**src/f2_board_pkg.sv**
```systemverilog
`default_nettype none

package f2_board_pkg;

    // Autovectored interrupt levels
    localparam logic [2:0] IRQ_VBL_LEVEL = 3'd5;
    localparam logic [2:0] IRQ_DMA_LEVEL = 3'd6;

    ////////////////////////////////////////////////////////////
    // Word offsets inside the I/O region
    ////////////////////////////////////////////////////////////
    localparam logic [2:0] PORT_DSWA = 3'd0;
    localparam logic [2:0] PORT_DSWB = 3'd1;
    localparam logic [2:0] PORT_P1   = 3'd2;
    localparam logic [2:0] PORT_P2   = 3'd3;
    localparam logic [2:0] PORT_COIN = 3'd4;

    // CPU clock enable ratio, 172/765 of the system clock
    localparam logic [9:0] CEN_NUM_DEFAULT = 10'd172;
    localparam logic [9:0] CEN_DEN_DEFAULT = 10'd765;

endpackage

`default_nettype wire

```
**src/irq_ctrl.sv**
```systemverilog
`timescale 1ns/1ps
`default_nettype none

module irq_ctrl (
    input  wire         clk,
    input  wire         reset,
    input  wire         vblank_n,
    input  wire         dma_n,
    input  wire         iack,
    input  wire  [2:0]  iack_level,
    output logic [2:0]  ipl_n
);

    logic vbl_prev;
    logic dma_prev;
    logic vbl_fall;
    logic dma_rise;
    logic req_vbl;
    logic req_dma;
    logic clr_vbl;
    logic clr_dma;

    assign vbl_fall = vbl_prev & ~vblank_n; // Start of vblank
    assign dma_rise = ~dma_prev & dma_n;    // End of object DMA

    assign clr_vbl = iack && (iack_level == f2_board_pkg::IRQ_VBL_LEVEL);
    assign clr_dma = iack && (iack_level == f2_board_pkg::IRQ_DMA_LEVEL);

    ////////////////////////////////////////////////////////////
    // Edge detect and request latches
    ////////////////////////////////////////////////////////////

    always_ff @(posedge clk) begin
        if (reset) begin
            vbl_prev <= 1'b0; // No false edge out of reset
            dma_prev <= 1'b1;
            req_vbl  <= 1'b0;
            req_dma  <= 1'b0;
        end else begin
            vbl_prev <= vblank_n;
            dma_prev <= dma_n;

            if (vbl_fall) req_vbl <= 1'b1;
            if (dma_rise) req_dma <= 1'b1;

            // Acknowledge wins over a new edge
            if (clr_vbl) req_vbl <= 1'b0;
            if (clr_dma) req_dma <= 1'b0;
        end
    end

    // Highest pending level to the CPU
    always_comb begin
        if (req_dma) begin
            ipl_n = ~f2_board_pkg::IRQ_DMA_LEVEL;
        end else if (req_vbl) begin
            ipl_n = ~f2_board_pkg::IRQ_VBL_LEVEL;
        end else begin
            ipl_n = 3'b111;
        end
    end

endmodule

`default_nettype wire

```
**config.mk**
```make
export PLATFORM = sky130hd
export DESIGN_NAME = irq_ctrl
export DESIGN_NICKNAME = d
export VERILOG_FILES = /design/src/f2_board_pkg.sv /design/src/irq_ctrl.sv
export SDC_FILE = /design/constraint.sdc
export NUM_CORES = 1
export LEC_CHECK = 0
export BUFFER_PORTS_ARGS = -buffer_cell sky130_fd_sc_hd__buf_2
export CORE_AREA = 5 5 42 44
export DETAILED_ROUTE_END_ITERATION = 16
export DIE_AREA = 0 0 47 49
export PLACE_DENSITY_LB_ADDON = 0.05
export SLEW_MARGIN = 25
export SYNTH_ARGS = -nofsm -noshare
export SYNTH_HDL_FRONTEND = slang
export SYNTH_SLANG_ARGS = --single-unit
```
**constraint.sdc**
```tcl
create_clock -name clk -period 1.2 [get_ports clk]
set_input_delay 0.12 -clock clk [delete_from_list [all_inputs] [get_ports clk]]
set_output_delay 0.12 -clock clk [all_outputs]
set_load 0.05 [all_outputs]
```
==> metrics.cfg, run 1 <==
[global_routing]
grt_max_degree = 5
grt_pass1_vias = 174
track_usage = 0.04507
grt_overflow = 0
grt_pass1_wl_um = 683
antenna_found_initial = 0

[clock_network]
clock_latency_ns = 0.23
clk_pin_slew_ns = 0.04
cts_root_buf = clkbuf_4
numCtsBuffers = 3
cts_hold_buffers = 0
clock_sinks = 4
cts_tree = yes
clock_path_buffers = 2
htree_num_levels = 1
cts_post_setup_buffers_inserted = 0
cts_resized = 0

[place]
place_ws_ns = 0.4048
routabilityCongestion = 0.6367
io_buffers = 10
dp_cells = 42

[status]
status = completed

[timing]
rsz0062_at_grt = no
setup_violations = 0
finalHoldViolations = 0
postLayoutSetupSlackWorst_ns = 0.1585
worstMarginPinSlew_ns = 0.2546
drv_slew = 0
finalClockSkew_ns = 0.00002882
fin_crit_ns = 1.042
finalCritPeriodShare = 0.8679
slew_headroom = 0.8314
timing.fmax_mhz = 960.1
fin_setup_tns_ns = 0

[critical_path]
critical_path.max_fanout = 3
worstPathArrival_ns = 0.92
end_kind = primary output
worstPathRequired_ns = 1.08
crit_type = reg -> out
start_kind = register

[min_path]
hold_class = in -> reg

[layout]
area_growth_pct = 59.68
num-fill-cells = 171
fin_nets = 39
diodes = 0
fin_cells = 45
drive_above_1_share = 0.4828

[logic_synthesis]
syn_inst = 16
synth_warnings = 0
ys_types = 9
synth_seq_cells = 4
avgSynthCellArea_um2 = 9.697
synth_nets = 24
ys_seq_area_frac = 0.5161
synthesis.area_um2 = 155.1

[floorplanning]
dieArea_um2 = 2303
die_w_um = 47
placementRows = 14
core_um2 = 1401
initial_core_util = 0.1107
io_pins = 11
die_y_um = 49

[detailed_routing]
vias_per_cell = 3.733
totalWireLength_um = 413
num_vias = 168
drt-wirelength-per-cell_um = 9.178
dr.pass1.iters = 1
antenna_left = 0
drt_iter0_drc = 0
drc_errors = 0

[pwr]
total_power_uw = 364.9
vdd_drop_max_v = 0.0007032
p_per_area_nw_per_um2 = 1473
leakage_uw = 0.0001091

[flow_run]
cap_violations = 0

## worst max-delay path, cell delays in order (launching register included)
cell,delay (ns)
dfxtp_1,0.32
inv_1,0.07
nand2_1,0.05
buf_2,0.25
## placed cells by master, fill, tap and decap left out
cell	Yosys	routed
nor2b_1	1	1
nor2_1	1	1
a211oi_1	2	2
inv_1	2	2
nand2_1	1	1
clkbuf_4	0	3
or2_2	1	1
and4b_1	2	2
buf_2	0	10
dfxtp_1	4	4
nand2b_1	2	2
## Yosys cell counts, drive strengths merged
master | n | area [um^2]
nand2 | 1 | 3.750
dfxtp | 4 | 80.08
or2 | 1 | 6.260
nand2b | 2 | 12.51
nor2 | 1 | 3.750
inv | 2 | 7.510
a211oi | 2 | 15.01
nor2b | 1 | 6.260
and4b | 2 | 20.02
## flip-flops by register name, indices dropped and copies added, names as in the netlist
name      count
req_vbl       1
req_dma       1
vbl_prev      1
dma_prev      1
## power by group
group | switching (uW) | internal, uW | total, uW
clock | 52.2 | 112 | 164
combinational | 37.0 | 20.4 | 57.4
sequential | 2.87 | 141 | 144
## layout make-up
type,count,area [um^2],share of cell area
clock buffer,3,22.52,0.09091
inverter,2,7.507,0.03030
multi-input combinational,10,67.56,0.2727
sequential,4,80.08,0.3232
tap,16,20.02,0.08081
timing repair buffer,10,50.05,0.2020
## per-layer routing
metal | wire, um | up-vias | track usage
met5 | 0 | - | 0
met2 | 202 | 7 | 0.06561
met3 | 48 | 0 | 0.07011
met4 | 0 | 0 | 0
met1 | 162 | 80 | 0.03516
li1 | - | 81 | -
## metrics by stage
step	hold slack, ns	utilization	area, um^2
floorplan	0.1916	-	155.1
detailed placement	0.3361	0.1607	225.2
global route	0.09387	0.1768	247.7
finish	0.09349	0.1768	247.7
global placement	0.3252	0.1607	225.2
CTS	0.08963	0.1768	247.7
## cells by family (layout without fill, tap and decap cells)
kind of cell / Yosys count / in the layout / synth area share
AND/OR/NAND/NOR: 8 / 8 / 0.3387
AO/OA/AOI/OAI: 2 / 2 / 0.09675
flip-flops: 4 / 4 / 0.5161
buffers and inverters: 2 / 15 / 0.04841
## final timing paths
kind	slack (ns)	startpoint	cells after the start	endpoint
max reg2reg	0.49	dma_prev	2	req_dma
max	0.16	req_dma	3	ipl_n[0]
min	0.09	dma_n	2	dma_prev
min reg2reg	0.46	vbl_prev	2	req_vbl
Power figures use the tool's default switching activity.
==> run 2: changes to the inputs <==
CELL_PAD_IN_SITES_DETAIL_PLACEMENT = 2   (was not set)
CELL_PAD_IN_SITES_GLOBAL_PLACEMENT = 2   (was not set)
==> metrics.cfg, run 2 (synthesized netlist as in run 1, its figures left out) <==
[floorplanning]
placementRows = 14  ; unchanged
die_w_um = 47  ; unchanged
core_um2 = 1401  ; unchanged
dieArea_um2 = 2303  ; unchanged
initial_core_util = 0.1107  ; unchanged
die_y_um = 49  ; unchanged
io_pins = 11  ; unchanged

[critical_path]
worstPathArrival_ns = 0.93  ; about the same
critical_path.max_fanout = 3  ; unchanged
start_kind = register
end_kind = primary output
worstPathRequired_ns = 1.08  ; about the same
crit_type = reg -> out

[detailed_routing]
num_vias = 163  ; -3.0%
totalWireLength_um = 419  ; +1.5%
drc_errors = 0  ; unchanged
drt_iter0_drc = 0  ; unchanged
drt-wirelength-per-cell_um = 9.311  ; +1.5%
antenna_left = 0  ; unchanged
vias_per_cell = 3.622  ; -3.0%
dr.pass1.iters = 1  ; unchanged

[layout]
design_area_um2 = 247.7  ; unchanged
mostFrequentLayoutCell = buf_2
diodes = 0  ; unchanged
area_growth_pct = 59.68  ; unchanged
final_cell_mix = buf_2, dfxtp_1, clkbuf_4
fin_cells = 45  ; unchanged
fin_nets = 39  ; unchanged
drive_above_1_share = 0.4828  ; unchanged

[clock_network]
clock_latency_ns = 0.23  ; about the same
htree_num_levels = 1  ; unchanged
clk_pin_slew_ns = 0.04  ; about the same
cts_resized = 0  ; unchanged
cts_root_buf = clkbuf_4
cts_post_setup_buffers_inserted = 0  ; unchanged
cts_tree = yes
clock_sinks = 4  ; unchanged
numCtsBuffers = 3  ; unchanged
clock_path_buffers = 2  ; unchanged
cts_hold_buffers = 0  ; unchanged

[status]
status = completed

[place]
dp_cells = 42  ; unchanged
io_buffers = 10  ; unchanged
place_area_um2 = 225.2  ; unchanged
routabilityCongestion = 0.6075  ; -4.6%
dp_hpwl_um = 382.4

[timing]
worstMarginPinSlew_ns = 0.2500  ; -0.004592 ns
fin_crit_ns = 1.045  ; +0.003883 ns
timing.fmax_mhz = 956.6  ; -0.37%
finalHoldViolations = 0  ; unchanged
slew_headroom = 0.8345  ; +0.003040
finalCritPeriodShare = 0.8712  ; +0.003236
whs_ns = 0.08944  ; -0.004051 ns
drv_slew = 0  ; unchanged
fin_setup_tns_ns = 0  ; unchanged
setup_violations = 0  ; unchanged
rsz0062_at_grt = no
finalClockSkew_ns = 0.00004007  ; +0.00001124 ns

[global_routing]
grt_max_degree = 5  ; unchanged
grt_pass1_wl_um = 717  ; +5.0%
grt_overflow = 0  ; unchanged
antenna_found_initial = 0  ; unchanged
grt_pass1_vias = 190  ; +9.2%
track_usage = 0.04930  ; +0.004225

[pwr]
vdd_drop_max_v = 0.0004169  ; -41%
total_power_uw = 363.1  ; -0.51%
leakage_uw = 0.0001091  ; unchanged
p_per_area_nw_per_um2 = 1466  ; -0.51%

[flow_run]
cap_violations = 0  ; unchanged

[min_path]
hold_class = in -> reg

==> run 2: final timing paths <==
path / start / cells past startpoint / to / slack, ns
worst max-delay path: req_dma / 3 / ipl_n[0] / 0.15
worst min-delay path: dma_n / 2 / dma_prev / 0.09
worst max register to register: dma_prev / 2 / req_dma / 0.49
worst min register to register: vbl_prev / 2 / req_vbl / 0.46
==> run 2: cell type report <==
cell class	count	area [um^2]
Fill cell	176	1154
Sequential cell	4	80.08
Multi-Input combinational cell	10	67.56
Timing Repair Buffer	10	50.05
Clock buffer	3	22.52
Tap cell	16	20.02
Inverter	2	7.507
==> run 2: per-layer routing <==
metal	global-route usage	routed length, um	vias up
met5	0	0	-
met4	0.02765	0	0
met3	0.05535	58	0
met2	0.07240	218	8
met1	0.03736	141	73
li1	-	-	82
==> run 2: where the power goes <==
| group | total [uW] | internal (uW) | switching [uW] | leakage, uW |
|---|---|---|---|---|
| registers | 144 | 141 | 3.12 | 0.0000331 |
| logic | 56.6 | 20.4 | 36.2 | 0.0000623 |
| clock network | 162 | 112 | 50.9 | 0.0000138 |
==> run 2: critical path, stage by stage (launching register included) <==
cell     delay, ns
dfxtp_1       0.32
inv_1         0.07
nand2_1       0.06
buf_2         0.25
==> run 2: through the flow <==
step | utilization | setup slack (ns)
CTS | 0.1768 | 0.1277
finish | 0.1768 | 0.1546
global route | 0.1768 | 0.08636
detailed placement | 0.1607 | 0.3855
floorplan | - | 0.03531
global placement | 0.1607 | 0.4164
==> run 3: changes to the inputs <==
BUFFER_PORTS_ARGS = -buffer_cell sky130_fd_sc_hd__buf_4   (was -buffer_cell sky130_fd_sc_hd__buf_2)
PLACE_DENSITY_LB_ADDON = 0.1   (was 0.05)
==> metrics.cfg, run 3 (synthesized netlist as in run 1, its figures left out) <==
[status]
status = completed

[detailed_routing]
drt_iter0_drc = 0  ; unchanged
met3_length_um = 55  ; -5.2%
num_vias = 170  ; +4.3%
drc_errors = 0  ; unchanged
wl_met1_um = 132  ; -6.4%
met2_wirelength_um = 243  ; +11%
dr.pass1.iters = 1  ; unchanged
totalWireLength_um = 431  ; +2.9%
topRoutingLayerUsed = met3
antenna_left = 0  ; unchanged
drt-wirelength-per-cell_um = 9.578  ; +2.9%
vias_per_cell = 3.778  ; +4.3%

[global_routing]
track_usage = 0.04937  ; +0.00006953
grt_max_degree = 5  ; unchanged
grt_pass1_wl_um = 710  ; -0.98%
antenna_found_initial = 0  ; unchanged
grt_pass1_vias = 192  ; +1.1%
grt_overflow = 0  ; unchanged

[timing]
rsz0062_at_grt = no
finalHoldViolations = 0  ; unchanged
finalCritPeriodShare = 0.8216  ; -0.04953
timing.fmax_mhz = 1014  ; +6.0%
drv_slew = 0  ; unchanged
slew_headroom = 0.8883  ; +0.05383
finalClockSkew_ns = 0.0004173  ; +0.0003772 ns
fin_crit_ns = 0.9860  ; -0.05944 ns
postLayoutSetupSlackWorst_ns = 0.2140  ; +0.05944 ns
fin_setup_tns_ns = 0  ; unchanged
setup_violations = 0  ; unchanged
worstMarginPinSlew_ns = 0.1666  ; -0.08347 ns

[pwr]
power_frac_comb = 0.180  ; +0.024
intPower_uw = 283.1  ; +3.8%
netSwitchingFraction = 0.2469  ; -0.001595
seqPwrFrac = 0.382  ; -0.015
vdd_drop_max_v = 0.0005570  ; +34%
p_clk_frac = 0.438  ; -0.009
leakage_uw = 0.0001201  ; +10%
total_power_uw = 375.9  ; +3.5%
p_switching_uw = 92.81  ; +2.9%
p_per_area_nw_per_um2 = 1378  ; -6.0%

[floorplanning]
core_um2 = 1401  ; unchanged
die_y_um = 49  ; unchanged
die_w_um = 47  ; unchanged
initial_core_util = 0.1107  ; unchanged
dieArea_um2 = 2303  ; unchanged
io_pins = 11  ; unchanged
placementRows = 14  ; unchanged

[critical_path]
end_kind = primary output
rr_endpoint = req_dma
r2r_start = dma_prev
reg2reg_slack_ns = 0.50  ; about the same
crit_type = reg -> out
start_kind = register
rr_worst_depth = 2  ; unchanged
worstPathRequired_ns = 1.08  ; about the same
worstPathArrival_ns = 0.87  ; -0.06 ns
critical_path.max_fanout = 3  ; unchanged
cp-startpoint = req_dma

[clock_network]
clock_sinks = 4  ; unchanged
cts_resized = 0  ; unchanged
clock_latency_ns = 0.23  ; about the same
cts_tree = yes
cts_hold_buffers = 0  ; unchanged
cts_post_setup_buffers_inserted = 0  ; unchanged
clock_path_buffers = 2  ; unchanged
cts_root_buf = clkbuf_4
clk_pin_slew_ns = 0.04  ; about the same
numCtsBuffers = 3  ; unchanged
htree_num_levels = 1  ; unchanged

[place]
routabilityCongestion = 0.5975  ; -1.6%
io_buffers = 10  ; unchanged
place_area_um2 = 250.2  ; +11%
place_ws_ns = 0.4487  ; +0.06318 ns

[min_path]
hold_end = vbl_prev
worstHoldPathCells = 2  ; unchanged
hold_start = reset
hold_class = in -> reg

[layout]
mostFrequentLayoutCell = buf_4
final_cell_mix = buf_4, dfxtp_1, clkbuf_4
area_growth_pct = 75.81
num-fill-cells = 172  ; -2.3%
drive_above_1_share = 0.4828  ; unchanged
design_area_um2 = 272.8  ; +10%
postLayoutCoreUtil = 0.1946  ; +0.01786
fin_nets = 39  ; unchanged
diodes = 0  ; unchanged

[flow_run]
cap_violations = 0  ; unchanged

## run 3: worst max path at each step
stage                           to  depth (start not counted)
after floorplan           ipl_n[0]                          2
after global placement    ipl_n[0]                          3
after detailed placement  ipl_n[0]                          3
after CTS                 ipl_n[0]                          3
after global routing      ipl_n[0]                          3
final                     ipl_n[0]                          3
## run 3: routing by layer
metal / GRT usage / up-vias
met4: 0.01382 / 0
met2: 0.06787 / 9
li1: - / 82
met1: 0.04194 / 79
met5: 0 / -
met3: 0.06642 / 0
## run 3: critical path: stages, from the launching register on
cell and delay [ns]:
dfxtp_1 0.32, inv_1 0.07, nand2_1 0.06, buf_4 0.19
## run 3: power by group through the flow
stage	Sequential, uW	Combinational [uW]	Clock (uW)
6_report	143	67.8	165
5_1_grt	144	72.3	191
4_1_cts	144	68.8	174
3_5_place_dp	146	68.7	0
3_3_place_gp	145	67.6	0
2_1_floorplan	145	35.8	0
## run 3: layout make-up
type / instances / area (um^2) / area share
clock buffers: 3 / 22.52 / 0.08257
inverters: 2 / 7.507 / 0.02752
multi-input cells: 10 / 67.56 / 0.2477
flip-flops and latches: 4 / 80.08 / 0.2936
well taps: 16 / 20.02 / 0.07339
repair buffers: 10 / 75.07 / 0.2752
## run 3: through the flow
step | hold WS [ns] | instances
after floorplan | 0.1916 | 16
after global placement | 0.3201 | 42
after detailed placement | 0.3197 | 42
after CTS | 0.07009 | 45
after global routing | 0.06592 | 45
final | 0.07649 | 45
