$ cat config.mk
export PLATFORM = sky130hd
export DESIGN_NAME = input_ports_flat
export DESIGN_NICKNAME = d
export VERILOG_FILES = /design/src/f2_bus_pkg.sv /design/src/f2_board_pkg.sv /design/src/cpu_bus_if.sv /design/src/input_ports.sv /design/src/flat_wrapper.sv
export SDC_FILE = /design/constraint.sdc
export NUM_CORES = 1
export LEC_CHECK = 0
export BUFFER_PORTS_ARGS = -buffer_cell sky130_fd_sc_hd__clkbuf_2
export CAP_MARGIN = 15
export CORE_AREA = 5 5 49 69
export CTS_CLUSTER_DIAMETER = 200
export CTS_CLUSTER_SIZE = 40
export DETAILED_ROUTE_END_ITERATION = 10
export DIE_AREA = 0 0 54 74
export GPL_TIMING_DRIVEN = 0
export HOLD_SLACK_MARGIN = 0.1
export PLACE_DENSITY = 0.68
export REMOVE_ABC_BUFFERS = 1
export SLEW_MARGIN = 30
export SYNTH_ARGS = -nofsm -noshare
export SYNTH_HDL_FRONTEND = slang
export SYNTH_SLANG_ARGS = --single-unit
export TNS_END_PERCENT = 100
$ cat constraint.sdc
create_clock -name clk -period 0.88 [get_ports clk]
set_clock_uncertainty 0.1 [all_clocks]
set_input_delay 0.044 -clock clk [delete_from_list [all_inputs] [get_ports clk]]
set_output_delay 0.044 -clock clk [all_outputs]
set_load 0.01 [all_outputs]
$ cat src/f2_bus_pkg.sv
`default_nettype none

////////////////////////////////////////////////////////////
// 68000 bus widths and main CPU address map
////////////////////////////////////////////////////////////

package f2_bus_pkg;

    localparam int ADDR_W = 24; // Byte address
    localparam int DATA_W = 16;

    // One CPU byte address, seen as a memory access or as an IACK cycle
    typedef union packed {
        struct packed {
            logic [7:0]        region;
            logic [ADDR_W-9:0] offset;
        } mem;
        struct packed {
            logic [ADDR_W-5:0] unused;
            logic [2:0]        level;
            logic              zero;
        } iack;
    } cpu_addr_u;

    // Regions, address bits 23..16
    localparam logic [7:0] WORKRAM_REGION = 8'h10; // 0x100000 - 0x10FFFF
    localparam logic [7:0] IOPORT_REGION  = 8'h30; // 0x300000 onward

    localparam int WORKRAM_AW = 15; // 32K words

    // Function code of an interrupt acknowledge
    localparam logic [2:0] FC_IACK = 3'b111;

    // AS sampled low to DTACK low
    localparam int DTACK_DELAY = 2;

endpackage

`default_nettype wire

$ cat src/f2_board_pkg.sv
`default_nettype none

package f2_board_pkg;

    // Autovectored interrupt levels
    localparam logic [2:0] IRQ_VBL_LEVEL = 3'd5;
    localparam logic [2:0] IRQ_DMA_LEVEL = 3'd6;

    ////////////////////////////////////////////////////////////
    // Word offsets inside the I/O region
    ////////////////////////////////////////////////////////////
    localparam logic [2:0] PORT_DSWA = 3'd0;
    localparam logic [2:0] PORT_DSWB = 3'd1;
    localparam logic [2:0] PORT_P1   = 3'd2;
    localparam logic [2:0] PORT_P2   = 3'd3;
    localparam logic [2:0] PORT_COIN = 3'd4;

    // CPU clock enable ratio, 172/765 of the system clock
    localparam logic [9:0] CEN_NUM_DEFAULT = 10'd172;
    localparam logic [9:0] CEN_DEN_DEFAULT = 10'd765;

endpackage

`default_nettype wire

$ cat src/cpu_bus_if.sv
`timescale 1ns/1ps
`default_nettype none

// One 68000 bus cycle as seen by the address decoder and the memories
interface cpu_bus_if;

    f2_bus_pkg::cpu_addr_u           addr;
    logic [1:0]                      ds_n;  // [1] upper, [0] lower
    logic                            rw;    // High for read
    logic                            as_n;
    logic [2:0]                      fc;
    logic [f2_bus_pkg::DATA_W-1:0]   wdata;

    modport decoder (
        input addr,
        input ds_n,
        input rw,
        input as_n,
        input fc,
        input wdata
    );

    // Chip select comes separately from the decoder
    modport memory (
        input addr,
        input ds_n,
        input rw,
        input wdata
    );

endinterface

`default_nettype wire

$ cat src/input_ports.sv
`timescale 1ns/1ps
`default_nettype none

module input_ports (
    input  wire                             clk,
    cpu_bus_if.memory                       bus,
    input  wire                             sel,
    input  wire  [9:0]                      joystick_p1,
    input  wire  [9:0]                      joystick_p2,
    input  wire  [1:0]                      start,
    input  wire  [1:0]                      coin,
    input  wire  [7:0]                      dswa,
    input  wire  [7:0]                      dswb,
    output logic [f2_bus_pkg::DATA_W-1:0]   q
);

    logic [2:0] port_idx;
    logic [7:0] port_byte;

    assign port_idx = bus.addr.mem.offset[3:1];

    ////////////////////////////////////////////////////////////
    // Port select, all inputs active low on the board
    ////////////////////////////////////////////////////////////

    always_comb begin
        case (port_idx)
            f2_board_pkg::PORT_DSWA: port_byte = ~dswa;
            f2_board_pkg::PORT_DSWB: port_byte = ~dswb;
            f2_board_pkg::PORT_P1: begin
                // Start, buttons 3..1, then right/left/down/up reversed
                port_byte = ~{start[0], joystick_p1[6:4], joystick_p1[0], joystick_p1[1],
                              joystick_p1[2], joystick_p1[3]};
            end
            f2_board_pkg::PORT_P2: begin
                port_byte = ~{start[1], joystick_p2[6:4], joystick_p2[0], joystick_p2[1],
                              joystick_p2[2], joystick_p2[3]};
            end
            f2_board_pkg::PORT_COIN: port_byte = ~{2'b00, start, coin, 2'b00};
            default: port_byte = 8'hff; // Nothing connected
        endcase
    end

    // Byte on both halves, CPU may read either lane
    always_ff @(posedge clk) begin
        if (sel && bus.rw) begin
            q <= {port_byte, port_byte};
        end
    end

endmodule

`default_nettype wire

$ cat src/flat_wrapper.sv
// flat-port wrapper written by rule: the top's interface ports become plain ports
module input_ports_flat 
  (clk, sel, joystick_p1, joystick_p2, start, coin, dswa, dswb, q, bus_addr, bus_ds_n, bus_rw, bus_wdata);
  cpu_bus_if bus_i ();
  input  wire clk;
  input  wire sel;
  input  wire  [9:0] joystick_p1;
  input  wire  [9:0] joystick_p2;
  input  wire  [1:0] start;
  input  wire  [1:0] coin;
  input  wire  [7:0] dswa;
  input  wire  [7:0] dswb;
  output logic [f2_bus_pkg::DATA_W-1:0] q;
  input wire logic [$bits(bus_i.addr)-1:0] bus_addr;
  input wire logic [$bits(bus_i.ds_n)-1:0] bus_ds_n;
  input wire logic [$bits(bus_i.rw)-1:0] bus_rw;
  input wire logic [$bits(bus_i.wdata)-1:0] bus_wdata;
  assign bus_i.addr = bus_addr;
  assign bus_i.ds_n = bus_ds_n;
  assign bus_i.rw = bus_rw;
  assign bus_i.wdata = bus_wdata;
  input_ports u_core (.clk(clk), .bus(bus_i), .sel(sel), .joystick_p1(joystick_p1), .joystick_p2(joystick_p2), .start(start), .coin(coin), .dswa(dswa), .dswb(dswb), .q(q));
endmodule
==> impl.org, run 1 <==
** Status
- The run finished, with violations left.
- Violations in the final reports :: setup timing

** Floorplanning
- Ports :: 101
- Total die area :: 4000 sq um
- The initial utilization of the core area, before any placement, comes to 23.7%.
- The initialized floorplan defines 23 standard-cell rows.
- Die Span Y :: 74 microns
- In this run the horizontal extent of the chip is 54 microns.
- Area inside the core boundary :: 2730 sq um

** Critical path
- Of all nets on the critical path, the largest fanout is 2.
- Counting both buffers and inverters, the worst setup path holds a total of 1.
- Data on the critical path arrives at its endpoint at 0.74 ns.
- Data required time at the worst endpoint :: 0.74 ns
- Critical path cell sequence :: buf_2
- Slowest library cell on the worst path :: sky130_fd_sc_hd__edfxtp_1
- The worst setup path is of the reg -> out kind.
- CP top delay family :: flip-flops
- Highest cell delay on the worst timing path :: 0.36 ns
- Startpoint type of the worst setup path :: flip-flop
- Category of the worst setup path capture point :: output port
- Start point of the critical path :: u_core.q[7]$_DFFE_PP_

** Global routing
- Vias in the first global route :: 630
- Summed over all layers, the global routing overflow is 0.
- Largest net degree at the start of global routing :: 23
- Grt met1 use :: 7.67%
- Met2 track demand over resource in global routing :: 14.6%
- The first global-routing pass estimated 2390 microns of wire.
- Met3 track demand over resource in global routing :: 2.61%
- The initial antenna violation count is 0.
- For this run, the total global-route usage over all layers was measured as 8.58%.
- Busiest grt layer :: met2

** Power
- Across the VDD grid, the largest voltage drop is 0.000474 V.
- Power density normalized to cell area :: 1290 nW/um^2
- In this run the static leakage power is 0.000465 uW.

** Cells and area
- Largest registers in the final layout :: u_core.q: 8 flops
- Compared with the post-synthesis result, the final layout area differs by 43.9%.
- 0 antenna diodes ended up in the layout.
- The register with the most flip-flops in the layout has 8 of them.
- Cells with a size suffix above 1 make up 54.1% of the layout.
- End-of-flow core utilization :: 34.1%
- For this run, the post-layout net count is 196.
- Fillcell total :: 293
- Counting flops per register, the top entry is u_core.q.
- Number of non-filler instances in the completed layout :: 146

** Synthesis
- The synthesized netlist devotes 0% of its cell area to XOR and XNOR gates.
- The synthesized netlist contains 19 unique library cells.
- After synthesis, the mean cell area works out to 10.3 sq um.
- Multiplexer cells account for 18.4% of the synthesized area.
- Number of standard cells after synthesis :: 63
- Summing the areas of all and, or, nand and nor instances in the mapped netlist gives 14.7% of the synthesized area.
- Part of the Yosys area used for sequential elements :: 37.1%
- For this run, the number of Yosys warnings is 0.
- The synthesized netlist devotes 12.8% of its cell area to compound gates.
- Register bit count reported by yosys :: 8
- Dominant combinational cell family by area after synthesis :: multiplexers
- Of the total synthesized cell area, the portion taken by full adders, half adders and majority gates is 0%.
- Summing every instance area after synthesis gives 647 sq um.

** Clock tree
- Clock tree from TritonCTS :: yes
- CTS clock-pin slew for the worst setup and hold paths :: 0.04 ns
- In this run, CTS created clock tree buffers numbering 3.
- In this run the deepest clock path goes through 2 buffers.
- Buffers inserted during post-CTS setup optimization :: 0
- In this run the number of H-tree levels came out at 1.
- The root buffer cell chosen for the clock tree is sky130_fd_sc_hd__clkbuf_8.
- TritonCTS Sinks :: 8

** Min path
- The path class of the tightest hold or removal check is in -> reg.
- Worst hold stages :: 3
- Start point of the worst hold path :: start[1]
- For hold timing, the worst endpoint is u_core.q[7]$_DFFE_PP_.

** STA
- Setup violations remaining at the end of the flow were counted as 2.
- Final period util :: 100%
- Headroom to the max-slew limit came out at 77.5%.
- For this run, the top clock speed supported by timing is 1.13 GHz.
- Number of hold violations in the final report :: 0
- Minimum setup slack in the final design :: -0.00217 ns
- Final min period :: 0.882 ns
- The number of pins with negative max-slew slack in the final report is 0.
- Pin slew with the least headroom to its limit :: 0.338 ns
- Setup repair after global routing could not meet its margin everywhere.

** Drt
- Routed wire length per instance :: 10.8 microns
- Final antenna-violating net count :: 0
- WL final :: 1580 microns
- Vias/cell :: 4.21
- Number of violations reported at the end of detailed-routing iteration 0 :: 6
- DR vias :: 614
- In the routed design, unresolved DRC markers number 0.
- For this run, the detailed router's first-pass iteration total came to 2.

** Job
- Across the run, the number of max-cap violations was 0.

** Placed design
- The congestion estimate from routability-driven global placement came to 0.680.
- Number of buffer cells added on primary ports :: 55
- Cell Count Post-Placement :: 143
==> layout by cell type, fill, tap and decap left out <==
cell type / synthesis / final
sky130_fd_sc_hd__nor2_1: 4 / 4
sky130_fd_sc_hd__mux2i_1: 4 / 4
sky130_fd_sc_hd__and2_1: 1 / 1
sky130_fd_sc_hd__nand2_1: 1 / 1
sky130_fd_sc_hd__a21oi_1: 8 / 8
sky130_fd_sc_hd__buf_2: 1 / 1
sky130_fd_sc_hd__clkbuf_2: 0 / 53
sky130_fd_sc_hd__nor3_1: 4 / 4
sky130_fd_sc_hd__nand2b_1: 7 / 7
sky130_fd_sc_hd__mux4_1: 3 / 2
sky130_fd_sc_hd__a211oi_1: 1 / 1
sky130_fd_sc_hd__clkbuf_8: 0 / 3
sky130_fd_sc_hd__mux4_2: 0 / 1
sky130_fd_sc_hd__nor2b_1: 1 / 1
sky130_fd_sc_hd__clkbuf_16: 0 / 1
sky130_fd_sc_hd__o22ai_1: 4 / 4
sky130_fd_sc_hd__inv_1: 4 / 4
sky130_fd_sc_hd__a311o_1: 1 / 1
sky130_fd_sc_hd__edfxtp_1: 8 / 8
==> Yosys cell counts <==
master / number / area share, %
sky130_fd_sc_hd__buf_8: 1 / 2.3
sky130_fd_sc_hd__mux4_1: 3 / 12
sky130_fd_sc_hd__a211oi_1: 1 / 1.2
sky130_fd_sc_hd__buf_2: 1 / 0.77
sky130_fd_sc_hd__o22ai_1: 4 / 3.9
sky130_fd_sc_hd__clkbuf_1: 1 / 0.58
sky130_fd_sc_hd__buf_6: 1 / 1.7
sky130_fd_sc_hd__inv_1: 4 / 2.3
sky130_fd_sc_hd__nor2b_1: 1 / 0.97
sky130_fd_sc_hd__a21oi_1: 8 / 6.2
sky130_fd_sc_hd__nand2_1: 1 / 0.58
sky130_fd_sc_hd__buf_4: 8 / 9.3
sky130_fd_sc_hd__nor3_1: 4 / 3.1
sky130_fd_sc_hd__edfxtp_1: 8 / 37
sky130_fd_sc_hd__and2_1: 1 / 0.97
sky130_fd_sc_hd__a311o_1: 1 / 1.5
sky130_fd_sc_hd__mux2i_1: 4 / 6.2
sky130_fd_sc_hd__nand2b_1: 7 / 6.8
sky130_fd_sc_hd__nor2_1: 4 / 2.3
==> layer usage <==
layer	up-vias	part of all wire, %
met2	39	54
met1	257	34
met4	0	0.76
li1	314	-
met3	4	11
met5	-	0
==> stage by stage <==
step	TNS, ns	worst slack (ns)	hold WS (ns)	area [sq um]	total power (uW)
finish	-0.00239	-0.00217	0.141	931	1200
global route	-0.484	-0.0428	0.156	931	1280
CTS	-0.0672	-0.0121	0.139	935	1220
detailed placement	-3.22	-0.490	0.367	873	784
global placement	-2.86	-0.449	0.374	873	774
floorplan	0	0.0196	0.122	552	606
==> kinds of logic (layout without fill, tap and decap cells) <==
kind of cell,count (synthesis),after routing
flops,8,8
mux,7,7
simple gates,18,18
buf+inv,16,62
compound gates,14,14
==> power breakdown <==
group / leakage, uW / switching, uW / internal (uW) / total [uW]
registers: 0.0000793 / 11.1 / 459 / 471
logic: 0.000364 / 144 / 169 / 312
clock network: 0.0000216 / 125 / 294 / 419
==> area by class of cell <==
type,count,area (sq um),share of cell area [%]
clock buffers,3,41.3,4.44
well taps,37,46.3,4.97
repair buffers,55,295,31.7
inverters,4,15.0,1.61
flip-flops and latches,8,240,25.8
multi-input cells,39,293,31.5
==> what timing repair did <==
| action | in CTS | in global routing |
|---|---|---|
| endpoints found under the setup margin | 23 | 17 |
| gates resized for setup | 3 | 2 |
| hold buffers | 0 | 0 |
==> worst max path at each step <==
stage,cells past startpoint,to
2_1_floorplan,2,u_core.q[14]$_DFFE_PP_
3_3_place_gp,3,u_core.q[8]$_DFFE_PP_
3_5_place_dp,3,u_core.q[9]$_DFFE_PP_
4_1_cts,1,q[8]
5_1_grt,1,q[6]
6_report,1,q[15]
Note: power is estimated with default switching activity, not from simulation.
==> run 2: changes to the inputs <==
PLACE_DENSITY = 0.72   (was 0.68)
==> impl.org, run 2 (same netlist as run 1, synthesis figures left out) <==
** Floorplanning
- Area inside the core boundary :: 2730 sq um (unchanged)
- Starting density of the core :: 23.7% (unchanged)
- Total number of placement rows :: 23 (unchanged)
- The top-level port count was 101 (unchanged).
- Total die area :: 4000 sq um (unchanged)
- The x dimension of the die was 54 microns (unchanged).
- Die Span Y :: 74 microns (unchanged)

** Power
- Leakage power :: 0.000462 uW (-0.66%)
- The power per cell area is 1300 nW/um^2 (+0.49%).
- The largest vdd supply drop was 0.000502 V (+6.0%).

** STA
- The final critical delay including setup and external delays came to 0.888 ns (+0.00629 ns).
- Number of setup violations in the final report :: 6 (+4)
- Setup repair after global routing missed its margin :: yes
- The slew at the pin with the worst max-slew slack is 0.332 ns (-0.00591 ns).
- Fmax :: 1.13 GHz (-0.71%)
- The number of failing hold endpoints at the final stage is 0 (unchanged).
- The final cycle utilization of the critical path came to 101% (+0.71 points).
- The aggregate negative setup slack is -0.0214 ns (-0.0191 ns).
- The remaining max-slew budget at the tightest pin is 77.9% (+0.39 points).
- The number of pins with negative max-slew slack in the final report came to 0 (unchanged).
- The final critical-path setup slack is -0.00846 ns (-0.00629 ns).

** Clock tree
- Number of buffers inserted during clock tree synthesis :: 3 (unchanged)
- The number of buffers inserted by post-CTS setup repair is 0 (unchanged).
- The clock-pin slew reported for the worst setup and hold paths after clock tree synthesis was 0.04 ns (about the same).
- Cells resized by post-CTS repair :: 3 (unchanged)
- TritonCTS built the clock tree.
- TritonCTS Sinks :: 8 (unchanged)
- Number of H-tree levels :: 1 (unchanged)
- Clock Tree Buf Depth :: 2 (unchanged)
- Buffer cell driving the clock tree root :: sky130_fd_sc_hd__clkbuf_8
- The number of buffers added to fix hold violations after cts was 0 (unchanged).

** Cells and area
- The share of cells above drive strength 1 is 56.0% (+1.8 points).
- From synthesis to final layout, the design area changed by 43.7%.
- Highest-count cells in the layout ignoring fill and taps :: sky130_fd_sc_hd__clkbuf_2 (48), sky130_fd_sc_hd__a21oi_1 (8), sky130_fd_sc_hd__edfxtp_1 (8), sky130_fd_sc_hd__nand2b_1 (7), sky130_fd_sc_hd__buf_2 (6)
- The number of nets in the layout was 196 (unchanged).
- Flip-flop count of the largest register, all copies and words added :: 8 (unchanged)
- The utilization of the core after routing was 34.0% (-0.046 points).
- Largest registers in the final layout :: u_core.q: 8 flops
- The number of inserted diodes is 0 (unchanged).
- The library cell used most frequently in the layout, excluding fill and tap cells, is sky130_fd_sc_hd__clkbuf_2.
- Final Cell Area :: 930 sq um (-0.13%)
- The register with the most flip-flops in the final layout is u_core.q.

** Drt
- The average wire length per cell after detail routing was 11.9 microns (+9.8%).
- DRC violation count after routing :: 0 (unchanged)
- Final antenna-violating net count :: 0 (unchanged)
- The detailed-router iteration count before antenna repair was 4 (+2).
- Vias/cell :: 4.21 (unchanged)
- The via count was 614 (unchanged).
- WL final :: 1730 microns (+9.8%)
- The number of DRC markers in iteration 0 came to 8 (+2).

** Critical path
- Arrival time reported for the critical path endpoint :: 0.74 ns (about the same)
- Crit path buffers/inverters :: 1 (unchanged)
- STA classifies the critical path startpoint as a flip-flop.
- Data required time at the worst endpoint :: 0.74 ns (about the same)
- Walking the worst path, the cells encountered are buf_2.
- The biggest cell delay along the critical path was 0.37 ns (about the same).
- The worst setup path is captured at an output port.
- The cell family contributing the most delay on the critical path is flip-flops.
- Type of the worst setup path :: reg -> out
- Slowest library cell on the worst path :: sky130_fd_sc_hd__edfxtp_1
- The maximum fanout count along the critical path came to 2 (unchanged).
- In this run the worst setup path begins at u_core.q[7]$_DFFE_PP_.
- In this run the worst setup path terminates at q[15].
- The number of stages on the worst setup path was 1 (unchanged).

** Global routing
- First-pass GRT wire length :: 2640 microns (+10%)
- The initial antenna violation count came to 0 (unchanged).
- Final global-route overflow total :: 0 (unchanged)
- Vias in the first global route :: 671 (+6.5%)
- The global-route usage over all layers was 8.97% (+0.38 points).
- The pin count of the biggest net entering global routing was 23 (unchanged).

** Min path
- Path type of the worst min-delay path :: in -> reg

** Placed design
- The area of placed instances came to 873 sq um (unchanged).
- Final GP Congestion :: 0.642 (-5.6%)
- The post-placement worst setup slack is -0.480 ns (+0.00970 ns).
- The number of buffers inserted by port buffering is 55 (unchanged).

** Status
- The final reports fail on setup timing.
- Outcome :: finished, violations left

** Job
- Count of maximum capacitance violations :: 0 (unchanged)
## run 2: cell count changes in the layout (fill, tap and decap cells not counted)
cell and delta:
sky130_fd_sc_hd__buf_2 +5, sky130_fd_sc_hd__clkbuf_2 -5, sky130_fd_sc_hd__mux4_1 -1, sky130_fd_sc_hd__mux4_2 +1, sky130_fd_sc_hd__nor2b_1 -1, sky130_fd_sc_hd__nor2b_2 +1
## run 2: worst min path at each step
stage / startpoint / to / slack (ns) / depth (start not counted)
finish: start[1] / u_core.q[7]$_DFFE_PP_ / 0.15 / 3
global route: start[1] / u_core.q[7]$_DFFE_PP_ / 0.17 / 3
CTS: start[1] / u_core.q[7]$_DFFE_PP_ / 0.15 / 3
detailed placement: start[1] / u_core.q[7]$_DFFE_PP_ / 0.38 / 3
global placement: start[1] / u_core.q[7]$_DFFE_PP_ / 0.38 / 3
floorplan: bus_addr[3] / u_core.q[14]$_DFFE_PP_ / 0.12 / 1
## run 2: report_power, final
group | switching [uW] | internal [uW] | leakage [uW]
clock network | 123 | 294 | 0.0000216
logic | 148 | 170 | 0.000361
registers | 11.5 | 459 | 0.0000793
## run 2: area by class of cell
type	instances	area, sq um
repair buffers	55	295
fillers	288	1800
clock buffers	3	41.3
multi-input cells	39	292
well taps	37	46.3
inverters	4	15.0
flip-flops and latches	8	240
## run 2: metrics by stage
step,std cells,total power [uW],hold WS [ns]
floorplan,51,606,0.122
global placement,143,773,0.376
detailed placement,143,788,0.378
CTS,146,1220,0.151
global route,146,1280,0.166
finish,146,1210,0.153
## run 2: layer usage
metal	track usage, %	part of all wire, %	wire length (microns)	vias to the layer above
met5	0	0	0	-
met3	2.40	13	229	2
met4	4.16	0.46	8	0
met2	17.0	50	872	42
li1	-	-	-	312
met1	8.60	36	623	258
