<file path="config.mk">
export PLATFORM = sky130hd
export DESIGN_NAME = cpu_bus_decoder_flat
export DESIGN_NICKNAME = d
export VERILOG_FILES = /design/src/f2_bus_pkg.sv /design/src/cpu_bus_if.sv /design/src/cpu_bus_decoder.sv /design/src/flat_wrapper.sv
export SDC_FILE = /design/constraint.sdc
export NUM_CORES = 1
export LEC_CHECK = 0
export BUFFER_PORTS_ARGS = -buffer_cell sky130_fd_sc_hd__buf_4
export CORE_MARGIN = 1.5
export CORE_UTILIZATION = 25
export CTS_CLUSTER_SIZE = 10
export DETAILED_ROUTE_END_ITERATION = 8
export PLACE_DENSITY = 0.86
export SETUP_SLACK_MARGIN = 0.2
export SLEW_MARGIN = 10
export SYNTH_ARGS = -nofsm -noshare
export SYNTH_HDL_FRONTEND = slang
export SYNTH_SLANG_ARGS = --single-unit
</file>
<file path="constraint.sdc">
create_clock -name clk -period 1.49 [get_ports clk]
set_input_delay 0.2235 -clock clk [delete_from_list [all_inputs] [get_ports clk]]
set_output_delay 0.2235 -clock clk [all_outputs]
set_load 0.005 [all_outputs]
</file>
<file path="src/f2_bus_pkg.sv">
`default_nettype none

////////////////////////////////////////////////////////////
// 68000 bus widths and main CPU address map
////////////////////////////////////////////////////////////

package f2_bus_pkg;

    localparam int ADDR_W = 24; // Byte address
    localparam int DATA_W = 16;

    // One CPU byte address, seen as a memory access or as an IACK cycle
    typedef union packed {
        struct packed {
            logic [7:0]        region;
            logic [ADDR_W-9:0] offset;
        } mem;
        struct packed {
            logic [ADDR_W-5:0] unused;
            logic [2:0]        level;
            logic              zero;
        } iack;
    } cpu_addr_u;

    // Regions, address bits 23..16
    localparam logic [7:0] WORKRAM_REGION = 8'h10; // 0x100000 - 0x10FFFF
    localparam logic [7:0] IOPORT_REGION  = 8'h30; // 0x300000 onward

    localparam int WORKRAM_AW = 15; // 32K words

    // Function code of an interrupt acknowledge
    localparam logic [2:0] FC_IACK = 3'b111;

    // AS sampled low to DTACK low
    localparam int DTACK_DELAY = 2;

endpackage

`default_nettype wire

</file>
<file path="src/cpu_bus_if.sv">
`timescale 1ns/1ps
`default_nettype none

// One 68000 bus cycle as seen by the address decoder and the memories
interface cpu_bus_if;

    f2_bus_pkg::cpu_addr_u           addr;
    logic [1:0]                      ds_n;  // [1] upper, [0] lower
    logic                            rw;    // High for read
    logic                            as_n;
    logic [2:0]                      fc;
    logic [f2_bus_pkg::DATA_W-1:0]   wdata;

    modport decoder (
        input addr,
        input ds_n,
        input rw,
        input as_n,
        input fc,
        input wdata
    );

    // Chip select comes separately from the decoder
    modport memory (
        input addr,
        input ds_n,
        input rw,
        input wdata
    );

endinterface

`default_nettype wire

</file>
<file path="src/cpu_bus_decoder.sv">
`timescale 1ns/1ps
`default_nettype none

module cpu_bus_decoder (
    input  wire                             clk,
    input  wire                             reset,
    cpu_bus_if.decoder                      bus,
    input  wire  [f2_bus_pkg::DATA_W-1:0]   ram_q,
    input  wire  [f2_bus_pkg::DATA_W-1:0]   io_q,
    output logic                            ram_sel,
    output logic                            io_sel,
    output logic [f2_bus_pkg::DATA_W-1:0]   rdata,
    output logic                            dtack_n,
    output logic                            vpa_n,
    output logic                            iack,
    output logic [2:0]                      iack_level
);

    localparam int CNT_W = $clog2(f2_bus_pkg::DTACK_DELAY + 1);

    logic             is_iack;
    logic             in_ram;
    logic             in_io;
    logic [CNT_W-1:0] wait_cnt;

    ////////////////////////////////////////////////////////////
    // Address decode
    ////////////////////////////////////////////////////////////

    assign is_iack = bus.fc == f2_bus_pkg::FC_IACK;
    assign in_ram  = bus.addr.mem.region == f2_bus_pkg::WORKRAM_REGION;
    assign in_io   = bus.addr.mem.region == f2_bus_pkg::IOPORT_REGION;

    // Chip selects only during a memory cycle
    assign ram_sel = ~bus.as_n & ~is_iack & in_ram;
    assign io_sel  = ~bus.as_n & ~is_iack & in_io;

    // Interrupt acknowledge, level comes from A3..A1
    assign vpa_n      = ~(~bus.as_n & is_iack); // Autovector
    assign iack       = ~bus.as_n & is_iack & ~bus.ds_n[0];
    assign iack_level = bus.addr.iack.level;

    // Read data, unmapped regions return zero
    always_comb begin
        if (in_ram) begin
            rdata = ram_q;
        end else if (in_io) begin
            rdata = io_q;
        end else begin
            rdata = '0;
        end
    end

    ////////////////////////////////////////////////////////////
    // DTACK timing
    ////////////////////////////////////////////////////////////

    // Counts edges since AS was first sampled low
    always_ff @(posedge clk) begin
        if (reset) begin
            wait_cnt <= '0;
            dtack_n  <= 1'b1;
        end else if (bus.as_n || is_iack) begin
            wait_cnt <= '0; // End of cycle
            dtack_n  <= 1'b1;
        end else if (wait_cnt == CNT_W'(f2_bus_pkg::DTACK_DELAY)) begin
            dtack_n  <= 1'b0;
        end else begin
            wait_cnt <= wait_cnt + 1'b1;
        end
    end

endmodule

`default_nettype wire

</file>
<file path="src/flat_wrapper.sv">
// flat-port wrapper written by rule: the top's interface ports become plain ports
module cpu_bus_decoder_flat 
  (clk, reset, ram_q, io_q, ram_sel, io_sel, rdata, dtack_n, vpa_n, iack, iack_level, bus_addr, bus_ds_n, bus_rw, bus_as_n, bus_fc, bus_wdata);
  cpu_bus_if bus_i ();
  input  wire clk;
  input  wire reset;
  input  wire  [f2_bus_pkg::DATA_W-1:0] ram_q;
  input  wire  [f2_bus_pkg::DATA_W-1:0] io_q;
  output logic ram_sel;
  output logic io_sel;
  output logic [f2_bus_pkg::DATA_W-1:0] rdata;
  output logic dtack_n;
  output logic vpa_n;
  output logic iack;
  output logic [2:0] iack_level;
  input wire logic [$bits(bus_i.addr)-1:0] bus_addr;
  input wire logic [$bits(bus_i.ds_n)-1:0] bus_ds_n;
  input wire logic [$bits(bus_i.rw)-1:0] bus_rw;
  input wire logic [$bits(bus_i.as_n)-1:0] bus_as_n;
  input wire logic [$bits(bus_i.fc)-1:0] bus_fc;
  input wire logic [$bits(bus_i.wdata)-1:0] bus_wdata;
  assign bus_i.addr = bus_addr;
  assign bus_i.ds_n = bus_ds_n;
  assign bus_i.rw = bus_rw;
  assign bus_i.as_n = bus_as_n;
  assign bus_i.fc = bus_fc;
  assign bus_i.wdata = bus_wdata;
  cpu_bus_decoder u_core (.clk(clk), .reset(reset), .bus(bus_i), .ram_q(ram_q), .io_q(io_q), .ram_sel(ram_sel), .io_sel(io_sel), .rdata(rdata), .dtack_n(dtack_n), .vpa_n(vpa_n), .iack(iack), .iack_level(iack_level));
endmodule
</file>
==> results of run 1 <==
==> state kept, by name, indices dropped and copies added (netlist names) <==
register         count
u_core.wait_cnt      2
u_core.dtack_n       1
==> metrics by stage <==
stage / instances / instance area (um2) / TNS (ps)
after floorplan: 62 / 629 / 0
after global placement: 150 / 1120 / -1270
after detailed placement: 150 / 1120 / -1450
after CTS: 156 / 1230 / -848
after global routing: 157 / 1240 / -1150
final: 157 / 1240 / -685
==> logic make-up after synthesis <==
family                     synth area share
and+or+nand+nor                       0.378
muxes                                 0.288
buffers and inverters                 0.144
AOI/OAI and AO/OA                    0.0450
DFF                                   0.108
xor gates and xnor gates             0.0157
adders and majority gates            0.0225
==> worst max-delay path: cells and delay by family <==
| family | cells | cell delay, ps |
|---|---|---|
| buffers and inverters | 2 | 180 |
| AND/OR/NAND/NOR | 2 | 920 |
==> where the power goes <==
part           leakage [nW]  switching (mW)  internal [mW]  total (mW)
Sequential           0.0245         0.00208         0.0844      0.0865
Combinational         0.605          0.0886          0.125       0.214
Clock                0.0150          0.0424          0.100       0.143
Total                 0.644           0.133          0.310       0.443
==> final cells by class <==
| cell class | count | share of cell area |
|---|---|---|
| clock buffers | 4 | 0.0212 |
| inverters | 2 | 0.00605 |
| multi-input cells | 49 | 0.436 |
| flip-flops and latches | 3 | 0.0484 |
| well taps | 27 | 0.0272 |
| repair buffers | 72 | 0.461 |
==> metal layers <==
layer | track usage | up-vias | part of all wire
met2 | 0.281 | 42 | 0.54
met1 | 0.165 | 339 | 0.36
met3 | 0.0268 | 0 | 0.095
li1 | - | 368 | -
met5 | 0 | - | 0
met4 | 0.0417 | 0 | 0
==> what timing repair did <==
| item | CTS | global route |
|---|---|---|
| buffers inserted | 1 | 1 |
| hold buffers | 0 | 0 |
| gates cloned | 1 | 0 |
| resized for setup | 13 | 1 |
| hold endpoints to repair | 0 | 0 |
| endpoints found under the setup margin | 18 | 18 |
| pin swaps | 10 | 1 |
==> final timing paths <==
kind                              to  cells after the start
hold reg to reg       u_core.dtack_n                      1
hold / removal    u_core.wait_cnt[0]                      3
setup reg to reg  u_core.wait_cnt[1]                      4
setup / recovery             ram_sel                      4
==> cell usage after synthesis, drive strengths merged <==
master,instances,area share
nor3,17,0.24
mux2i,16,0.29
buf,8,0.12
dfxtp,3,0.11
inv,2,0.013
nor2,2,0.013
a211oi,1,0.013
a21o,1,0.013
a311o,1,0.018
and4bb,1,0.022
clkbuf,1,0.0067
ha,1,0.022
nand2b,1,0.011
nand3,1,0.0090
nor2b,1,0.011
nor4b,1,0.027
or2,1,0.011
or3,1,0.011
or4b,1,0.018
xor2,1,0.016
==> metrics.txt, run 1 <==
status=complete, but fails checks; violated checks=setup timing; All-Layer GR Usage=0.148; hold slack=347 ps; TritonCTS clock tree=built; maximum buffer depth of the clock tree=2; setup repair after global routing missed its margin=yes; clock-pin transition on the worst setup and hold timing paths=40 ps; worst-path maximum fanout=5; commonest cells after routing, fill and taps aside=66 x buf_4, 16 x mux2i_1, 11 x nor3_4; WP data arrival=1330 ps; Yosys reg bits=3; Final Hold Violating Endpoints=0; CP Launch Point=bus_addr[16]; overall power after layout=0.443 mW; routability congestion estimate=0.663; count of H-tree levels built during CTS=1; Num Clock Sinks=3; area inside the core boundary=2020 um2; most frequent standard cell in the layout excluding fill and tap cells=buf_4; Gate Count Post-Synth=62; reg2reg start=u_core.wait_cnt[0]; most frequent cell on the critical path=buf_6; die footprint=2520 um2; Critical Path RT=1270 ps; wire length of the first global-routing pass=2940 um; clock latency reported for the late side of the worst-skew pair=230 ps; wire length per cell=12.5 um; ant diodes=0; post-detailed-route DRC marker count=0; maximum number of pins on one net before global-route repair=19; crit path launch type=input pin; effective utilization at floorplan=0.275; number of placement rows=16; fmax=644 MHz; Final Util=0.614; combined flip-flop and latch cell area=60.1 um2; Detailed Route WL=1960 um; Port Buffer Count=67; Root Buffer=clkbuf_4; kind of capture point of the worst setup path=output pin; peak supply drop=0.349 mV; post-route worst setup slack=-63.5 ps; Maximum Capacitance Violations=0; I/O pin cnt=105; final-layout fill cell count=178; synthesized area divided by synthesized cell count=8.98 um2; Worst Clk Skew=1.46 ps; cell area power density=357 nW/um2; via count of the first global-routing pass=732; horizontal extent of the die=50.2 um; synth-to-layout area growth=123%; startpoint-to-endpoint class of the critical path=input pin to output pin; multi-input combinational cell area=542 um2; Distinct cells, synth=24; startpoint of the lowest-slack hold path=reset; aggregate global routing overflow=0; setup violation total in the final timing report=15; drt via density=4.77; vertical extent of the die=50.2 um; R2R Setup Slk=480 ps; share of layout cells above drive strength 1=0.738; master of the slowest instance on the critical path=or4b_4; Ys Warns=0; worst relative slew slack=0.804; DRT iter0 DRCs=6; Nets=213; Cell Area, Synth=557 um2; post-detail-place hpwl=1470 um; worst min-delay path category=input pin to flop; register area share after synthesis=0.108; Slowest Stage Delay on Critical Path=590 ps; final critical delay including setup and external delays=1550 ps; first drt pass iteration count=4; period utilisation layout=1.04; cell-by-cell trace of the critical path=buf_6, or4b_4, and4bb_2, buf_6; LEAKAGE=0.644 nW; Worst Max-Slew Pin Slew=286 ps; number of routed nets with antenna violations=0; net count of the mapped netlist=144; max-slew violation total from the final report=0; TritonCTS buffer count=3; initial antenna violation count=0; Worst Setup Slack post-DPL=-136 ps; total number of vias=749
Note: power is estimated with default switching activity, not from simulation.
==> inputs of run 2 (changes only) <==
ABC_AREA = 1   (was unset)
==> metrics.txt, run 2 <==
Worst Clk Skew=0.121 ps (-1.34 ps); wire length of the first global-routing pass=3300 um (+12%); initial antenna violation count=0 (unchanged); DRT iter0 DRCs=4 (-2); kind of capture point of the worst setup path=output pin; worst relative slew slack=0.893 (+0.0888); post-detailed-route DRC marker count=0 (unchanged); TritonCTS clock tree=built; ant diodes=0 (unchanged); worst min-delay path category=input pin to flop; master of the slowest instance on the critical path=nor2_4; share of layout cells above drive strength 1=0.771 (+0.0321); kind of cell adding the most delay to the critical path=buffers and inverters; flip-flop count of the largest register, all copies and words added=2 (unchanged); net count of the mapped netlist=176 (+22%); Final TNS setup=0 ps (+685 ps); final critical delay including setup and external delays=1290 ps (-265 ps); Final Hold Violating Endpoints=0 (unchanged); Cell Area, Synth=547 um2 (-1.8%); worst-path maximum fanout=10 (+5); Root Buffer=clkbuf_4; period utilisation layout=0.865 (-0.178); highest-utilization routing layer at the global route stage=met2; Nets=253 (+19%); effective utilization at floorplan=0.273 (-0.00225); CTS Hold Buffers Added=0 (unchanged); total number of vias=929 (+24%); most frequent cells after synthesis=33 x nand3_1, 18 x nand2_1, 9 x inv_1, 7 x nor2_1, 6 x nand2_2; met1 usage in global routing=0.162 (-0.00247); status=complete, no violations; setup violation total in the final timing report=0 (-15); via count of the first global-routing pass=825 (+13%); largest registers=u_core.wait_cnt x2, u_core.dtack_n x1; Critical Path RT=1270 ps (about the same); TritonCTS buffer count=3 (unchanged); All-Layer GR Usage=0.171 (+0.0236); Port Buffer Count=67 (unchanged); share of flip-flops with an asynchronous set or reset=0 (unchanged); Detailed Route WL=2680 um (+37%); clock latency reported for the late side of the worst-skew pair=240 ps (about the same); overall power after layout=0.440 mW (-0.58%); count of H-tree levels built during CTS=1 (unchanged); synthesized area divided by synthesized cell count=5.82 um2 (-35%); number of placement rows=16 (unchanged); routability congestion estimate=0.680 (+2.6%); Yosys reg bits=3 (unchanged); most instantiated flip-flop cell in the synthesis netlist=dfxtp_1; dominant cell by count in the synthesized netlist=nand3_1; Worst Max-Slew Pin Slew=160 ps (-126 ps); WP data arrival=1070 ps (-260 ps); first drt pass iteration count=3 (-1); startpoint-to-endpoint class of the critical path=input pin to output pin; peak supply drop=0.248 mV (-29%); number of routed nets with antenna violations=0 (unchanged); aggregate global routing overflow=0 (unchanged); largest cells by area after synthesis=nand3_1 30%, nand2_1 12%, dfxtp_1 11%; maximum buffer depth of the clock tree=2 (unchanged); maximum number of pins on one net before global-route repair=20 (+1); clock-pin transition on the worst setup and hold timing paths=40 ps (about the same); M3 GR Usage=0.0515 (+0.0247); Distinct cells, synth=17 (-29%); area share of the leading cell type in the synthesized netlist=0.302 (+0.0144); library cell with the largest summed area after synthesis=nand3_1; area inside the core boundary=2000 um2 (-0.99%); crit path launch type=input pin; drt via density=4.72 (-1.2%); Gate Count Post-Synth=94 (+52%); number of synthesized flops with an enable pin=0 (unchanged); horizontal extent of the die=49.8 um (-0.85%); most frequent standard cell in the layout excluding fill and tap cells=buf_4; max-slew violation total from the final report=0 (unchanged); wire length per cell=13.6 um (+9.2%); LEAKAGE=0.734 nW (+14%); Maximum Capacitance Violations=0 (unchanged); met2 global-route usage=0.338 (+0.0571); cell-by-cell trace of the critical path=buf_4, inv_1, nand2_2, nor2_4, buf_12, nand3_2, nand2_1, buf_6; I/O pin cnt=105 (unchanged); register area share after synthesis=0.110 (+0.00197); cell area power density=305 nW/um2 (-14%); register with the highest flop count=u_core.wait_cnt; Ys Warns=0 (unchanged); Critical path buffers and inverters=4 (+2); post-detail-place hpwl=1640 um (+12%); die footprint=2480 um2 (-1.7%); Slowest Stage Delay on Critical Path=160 ps (-430 ps); commonest cells after routing, fill and taps aside=58 x buf_4, 23 x nand3_2, 15 x buf_6; fmax=776 MHz (+21%); vertical extent of the die=49.8 um (-0.85%); Num Clock Sinks=3 (unchanged); setup repair after global routing missed its margin=yes; synth-to-layout area growth=164%
## run 2: cell count changes in the layout (fill, tap and decap cells not counted), sizes merged, moves of 2 or more
| cell | delta |
|---|---|
| or4b | -2 |
| inv | +8 |
| nand2 | +24 |
| nand3 | +32 |
| clkbuf | +3 |
| nor3 | -17 |
| nor2 | +8 |
| buf | +5 |
| mux2i | -16 |
## run 2: metal layers
| metal | share of wire | vias to the layer above |
|---|---|---|
| met5 | 0 | - |
| met4 | 0.047 | 0 |
| met3 | 0.062 | 12 |
| met2 | 0.55 | 47 |
| met1 | 0.34 | 411 |
| li1 | - | 459 |
## run 2: worst paths after layout
kind | startpoint | to | slack (ps) | depth (start not counted)
worst min-delay path | reset | u_core.dtack_n | 190 | 3
worst max-delay path | bus_addr[21] | rdata[11] | 200 | 8
worst max register to register | u_core.wait_cnt[0] | u_core.wait_cnt[1] | 480 | 5
worst min register to register | u_core.dtack_n | u_core.dtack_n | 450 | 2
## run 2: power by group
part / switching, mW / internal (mW)
Clock: 0.0472 / 0.101
Sequential: 0.00187 / 0.0839
Combinational: 0.0817 / 0.125
Total: 0.131 / 0.310
## run 2: worst reg2reg max path: cells and delay by family (launching register included)
| family | cells | cell delay [ps] |
|---|---|---|
| adders and majority gates | 1 | 270 |
| AOI/OAI and AO/OA | 1 | 140 |
| buffers and inverters | 1 | 50 |
| DFF | 1 | 340 |
| and+or+nand+nor | 2 | 100 |
## run 2: timing repair
item                       4_1_cts  5_1_grt
cloned                           0        5
pin swaps                        2       21
gates resized for setup          1       57
buffers inserted                 5        1
setup endpoints to repair       18       18
## run 2: cell families (layout without fill, tap and decap cells)
kind of cell | count (synthesis) | after routing | share of synthesized area
AND/OR/NAND/NOR | 69 | 69 | 0.629
AO/OA/AOI/OAI | 2 | 2 | 0.0183
XOR/XNOR | 1 | 1 | 0.0160
adder cells (fa/ha/maj) | 1 | 1 | 0.0229
buffers and inverters | 18 | 94 | 0.204
flip-flops | 3 | 3 | 0.110
## run 2: layout make-up
| type | count | area [um2] |
|---|---|---|
| multi-input cells | 73 | 526 |
| well taps | 27 | 33.8 |
| flip-flops and latches | 3 | 60.1 |
| fillers | 172 | 559 |
| inverters | 10 | 37.5 |
| clock buffers | 4 | 26.3 |
| repair buffers | 80 | 759 |
## run 2: per-stage QoR
step / instances / hold slack (ps) / cell area (um2) / util / setup WS (ps)
3_3_place_gp: 182 / 425 / 1040 / 0.518 / 145
5_1_grt: 197 / 210 / 1440 / 0.721 / 145
6_report: 197 / 190 / 1440 / 0.721 / 201
3_5_place_dp: 182 / 430 / 1040 / 0.518 / 95.8
4_1_cts: 191 / 181 / 1120 / 0.558 / 200
2_1_floorplan: 94 / 327 / 547 / - / 464
==> inputs of run 3 (changes only) <==
CORE_UTILIZATION = 26   (was 25)
CTS_BUF_LIST = sky130_fd_sc_hd__clkbuf_8   (was unset)
PLACE_DENSITY = 0.89   (was 0.86)
==> metrics.txt, run 3 (synthesis results as in run 2) <==
worst r2r dst=u_core.wait_cnt[0]; die footprint=2390 um2 (-3.6%); WP data arrival=1040 ps (-30 ps); final critical delay including setup and external delays=1260 ps (-28.0 ps); post-detail-place hpwl=1500 um (-8.6%); crit path launch type=input pin; total number of vias=881 (-5.2%); share of layout cells above drive strength 1=0.543 (-0.228); worst-path maximum fanout=17 (+7); final-layout fill cell count=188 (+9.3%); period utilisation layout=0.846 (-0.0188); setup repair after global routing missed its margin=yes; largest registers=u_core.wait_cnt x2, u_core.dtack_n x1; setup violation total in the final timing report=0 (unchanged); clock-pin transition on the worst setup and hold timing paths=30 ps (about the same); effective utilization at floorplan=0.279 (+0.00557); Root Buffer=clkbuf_8; flip-flop count of the largest register, all copies and words added=2 (unchanged); worst min-delay path category=input pin to flop; register with the highest flop count=u_core.wait_cnt; DRT iter0 DRCs=5 (+1); drt via density=4.61 (-2.2%); commonest cells after routing, fill and taps aside=69 x buf_4, 33 x nand3_1, 18 x nand2_1; aggregate global routing overflow=0 (unchanged); met2 wire length=1110 um (-25%); reg2reg start=u_core.wait_cnt[0]; TritonCTS clock tree=built; synth-to-layout area growth=111%; number of placement rows=16 (unchanged); worst hold path depth=3 (unchanged); worst relative slew slack=0.895 (+0.00207); All-Layer GR Usage=0.173 (+0.00127); maximum buffer depth of the clock tree=2 (unchanged); uppermost signal routing layer after detailed routing=met4; Worst Reg2Reg Path Length in Cells=4 (-1); startpoint of the lowest-slack hold path=reset; wire length of the first global-routing pass=3370 um (+2.1%); cell area power density=420 nW/um2 (+38%); fmax=793 MHz (+2.2%); initial antenna violation count=0 (unchanged); kind of capture point of the worst setup path=output pin; number of routed nets with antenna violations=0 (unchanged); ant diodes=0 (unchanged); Hold EP=u_core.dtack_n; Maximum Capacitance Violations=0 (unchanged); Port Buffer Count=67 (unchanged); via count of the first global-routing pass=866 (+5.0%); Critical Path RT=1270 ps (about the same); area inside the core boundary=1960 um2 (-2.0%); count of H-tree levels built during CTS=1 (unchanged); most frequent standard cell in the layout excluding fill and tap cells=buf_4; overall power after layout=0.483 mW (+9.8%); startpoint-to-endpoint class of the critical path=input pin to output pin; horizontal extent of the die=48.9 um (-1.8%); LEAKAGE=0.673 nW (-8.3%); wire length per cell=11.1 um (-18%); vertical extent of the die=48.9 um (-1.8%); WL met3=180 um (+9.1%); Final Hold Violating Endpoints=0 (unchanged); Num Clock Sinks=3 (unchanged); Worst Clk Skew=0.647 ps (+0.526 ps); TritonCTS buffer count=3 (unchanged); R2R Setup Slk=480 ps (about the same); CTS Hold Buffers Added=0 (unchanged); maximum number of pins on one net before global-route repair=35 (+75%); I/O pin cnt=105 (unchanged); Nets=247 (-2.4%); status=complete, no violations; first drt pass iteration count=2 (-1); Detailed Route WL=2120 um (-21%); Final TNS setup=0 ps (unchanged); peak supply drop=0.244 mV (-1.6%); clock latency reported for the late side of the worst-skew pair=220 ps (-20 ps); met1 WL=812 um (-10%); routability congestion estimate=0.674 (-0.94%); Worst Max-Slew Pin Slew=158 ps (-2.56 ps); post-detailed-route DRC marker count=0 (unchanged); max-slew violation total from the final report=0 (unchanged)
run 3: final cells by class:
| class | count | area, um2 | area share |
|---|---|---|---|
| repair buffers | 74 | 597 | 0.518 |
| multi-input cells | 73 | 378 | 0.328 |
| flip-flops and latches | 3 | 60.1 | 0.0522 |
| clock buffers | 3 | 41.3 | 0.0359 |
| inverters | 10 | 37.5 | 0.0326 |
| well taps | 27 | 33.8 | 0.0293 |
| clock inverters | 1 | 3.75 | 0.00326 |
run 3: timing repair:
item | in CTS | in global routing
setup buffers | 4 | 0
pin swaps | 2 | 1
resized for setup | 0 | 6
setup endpoints to repair | 18 | 18
cloned | 0 | 2
run 3: routing by layer:
layer  up-vias  GRT usage
li1        445          -
met4         0     0.0524
met2        46      0.320
met5         -          0
met1       388      0.181
met3         2     0.0613
run 3: critical path, cell delays in order:
cell and delay [ps]:
buf_4 100, inv_1 50, nand2_2 60, nor2_4 160
clkbuf_16 190, nand3_1 70, nand2_1 80, buf_4 100
run 3: worst max-delay path by stage:
stage,end,slack [ps],cells after the start,start
after floorplan,ram_sel,460,6,bus_addr[22]
after global placement,rdata[15],160,7,bus_addr[22]
after detailed placement,rdata[14],110,7,bus_addr[22]
after CTS,ram_sel,230,8,bus_addr[22]
after global routing,rdata[14],150,8,bus_addr[16]
final,rdata[15],230,8,bus_addr[19]
run 3: report_power, final:
| group | switching, mW | internal, mW | leakage [nW] |
|---|---|---|---|
| logic | 0.0588 | 0.104 | 0.621 |
| clock network | 0.0587 | 0.176 | 0.0269 |
| registers | 0.00206 | 0.0841 | 0.0245 |
run 3: metrics by stage:
| step | std cells | instance area (um2) | util | worst slack, ps | hold slack [ps] |
|---|---|---|---|---|---|
| 6_report | 191 | 1150 | 0.587 | 229 | 203 |
| 5_1_grt | 191 | 1150 | 0.587 | 150 | 214 |
| 4_1_cts | 189 | 1100 | 0.563 | 229 | 205 |
| 3_5_place_dp | 181 | 1030 | 0.525 | 107 | 430 |
| 3_3_place_gp | 181 | 1030 | 0.525 | 159 | 426 |
| 2_1_floorplan | 94 | 547 | - | 464 | 327 |
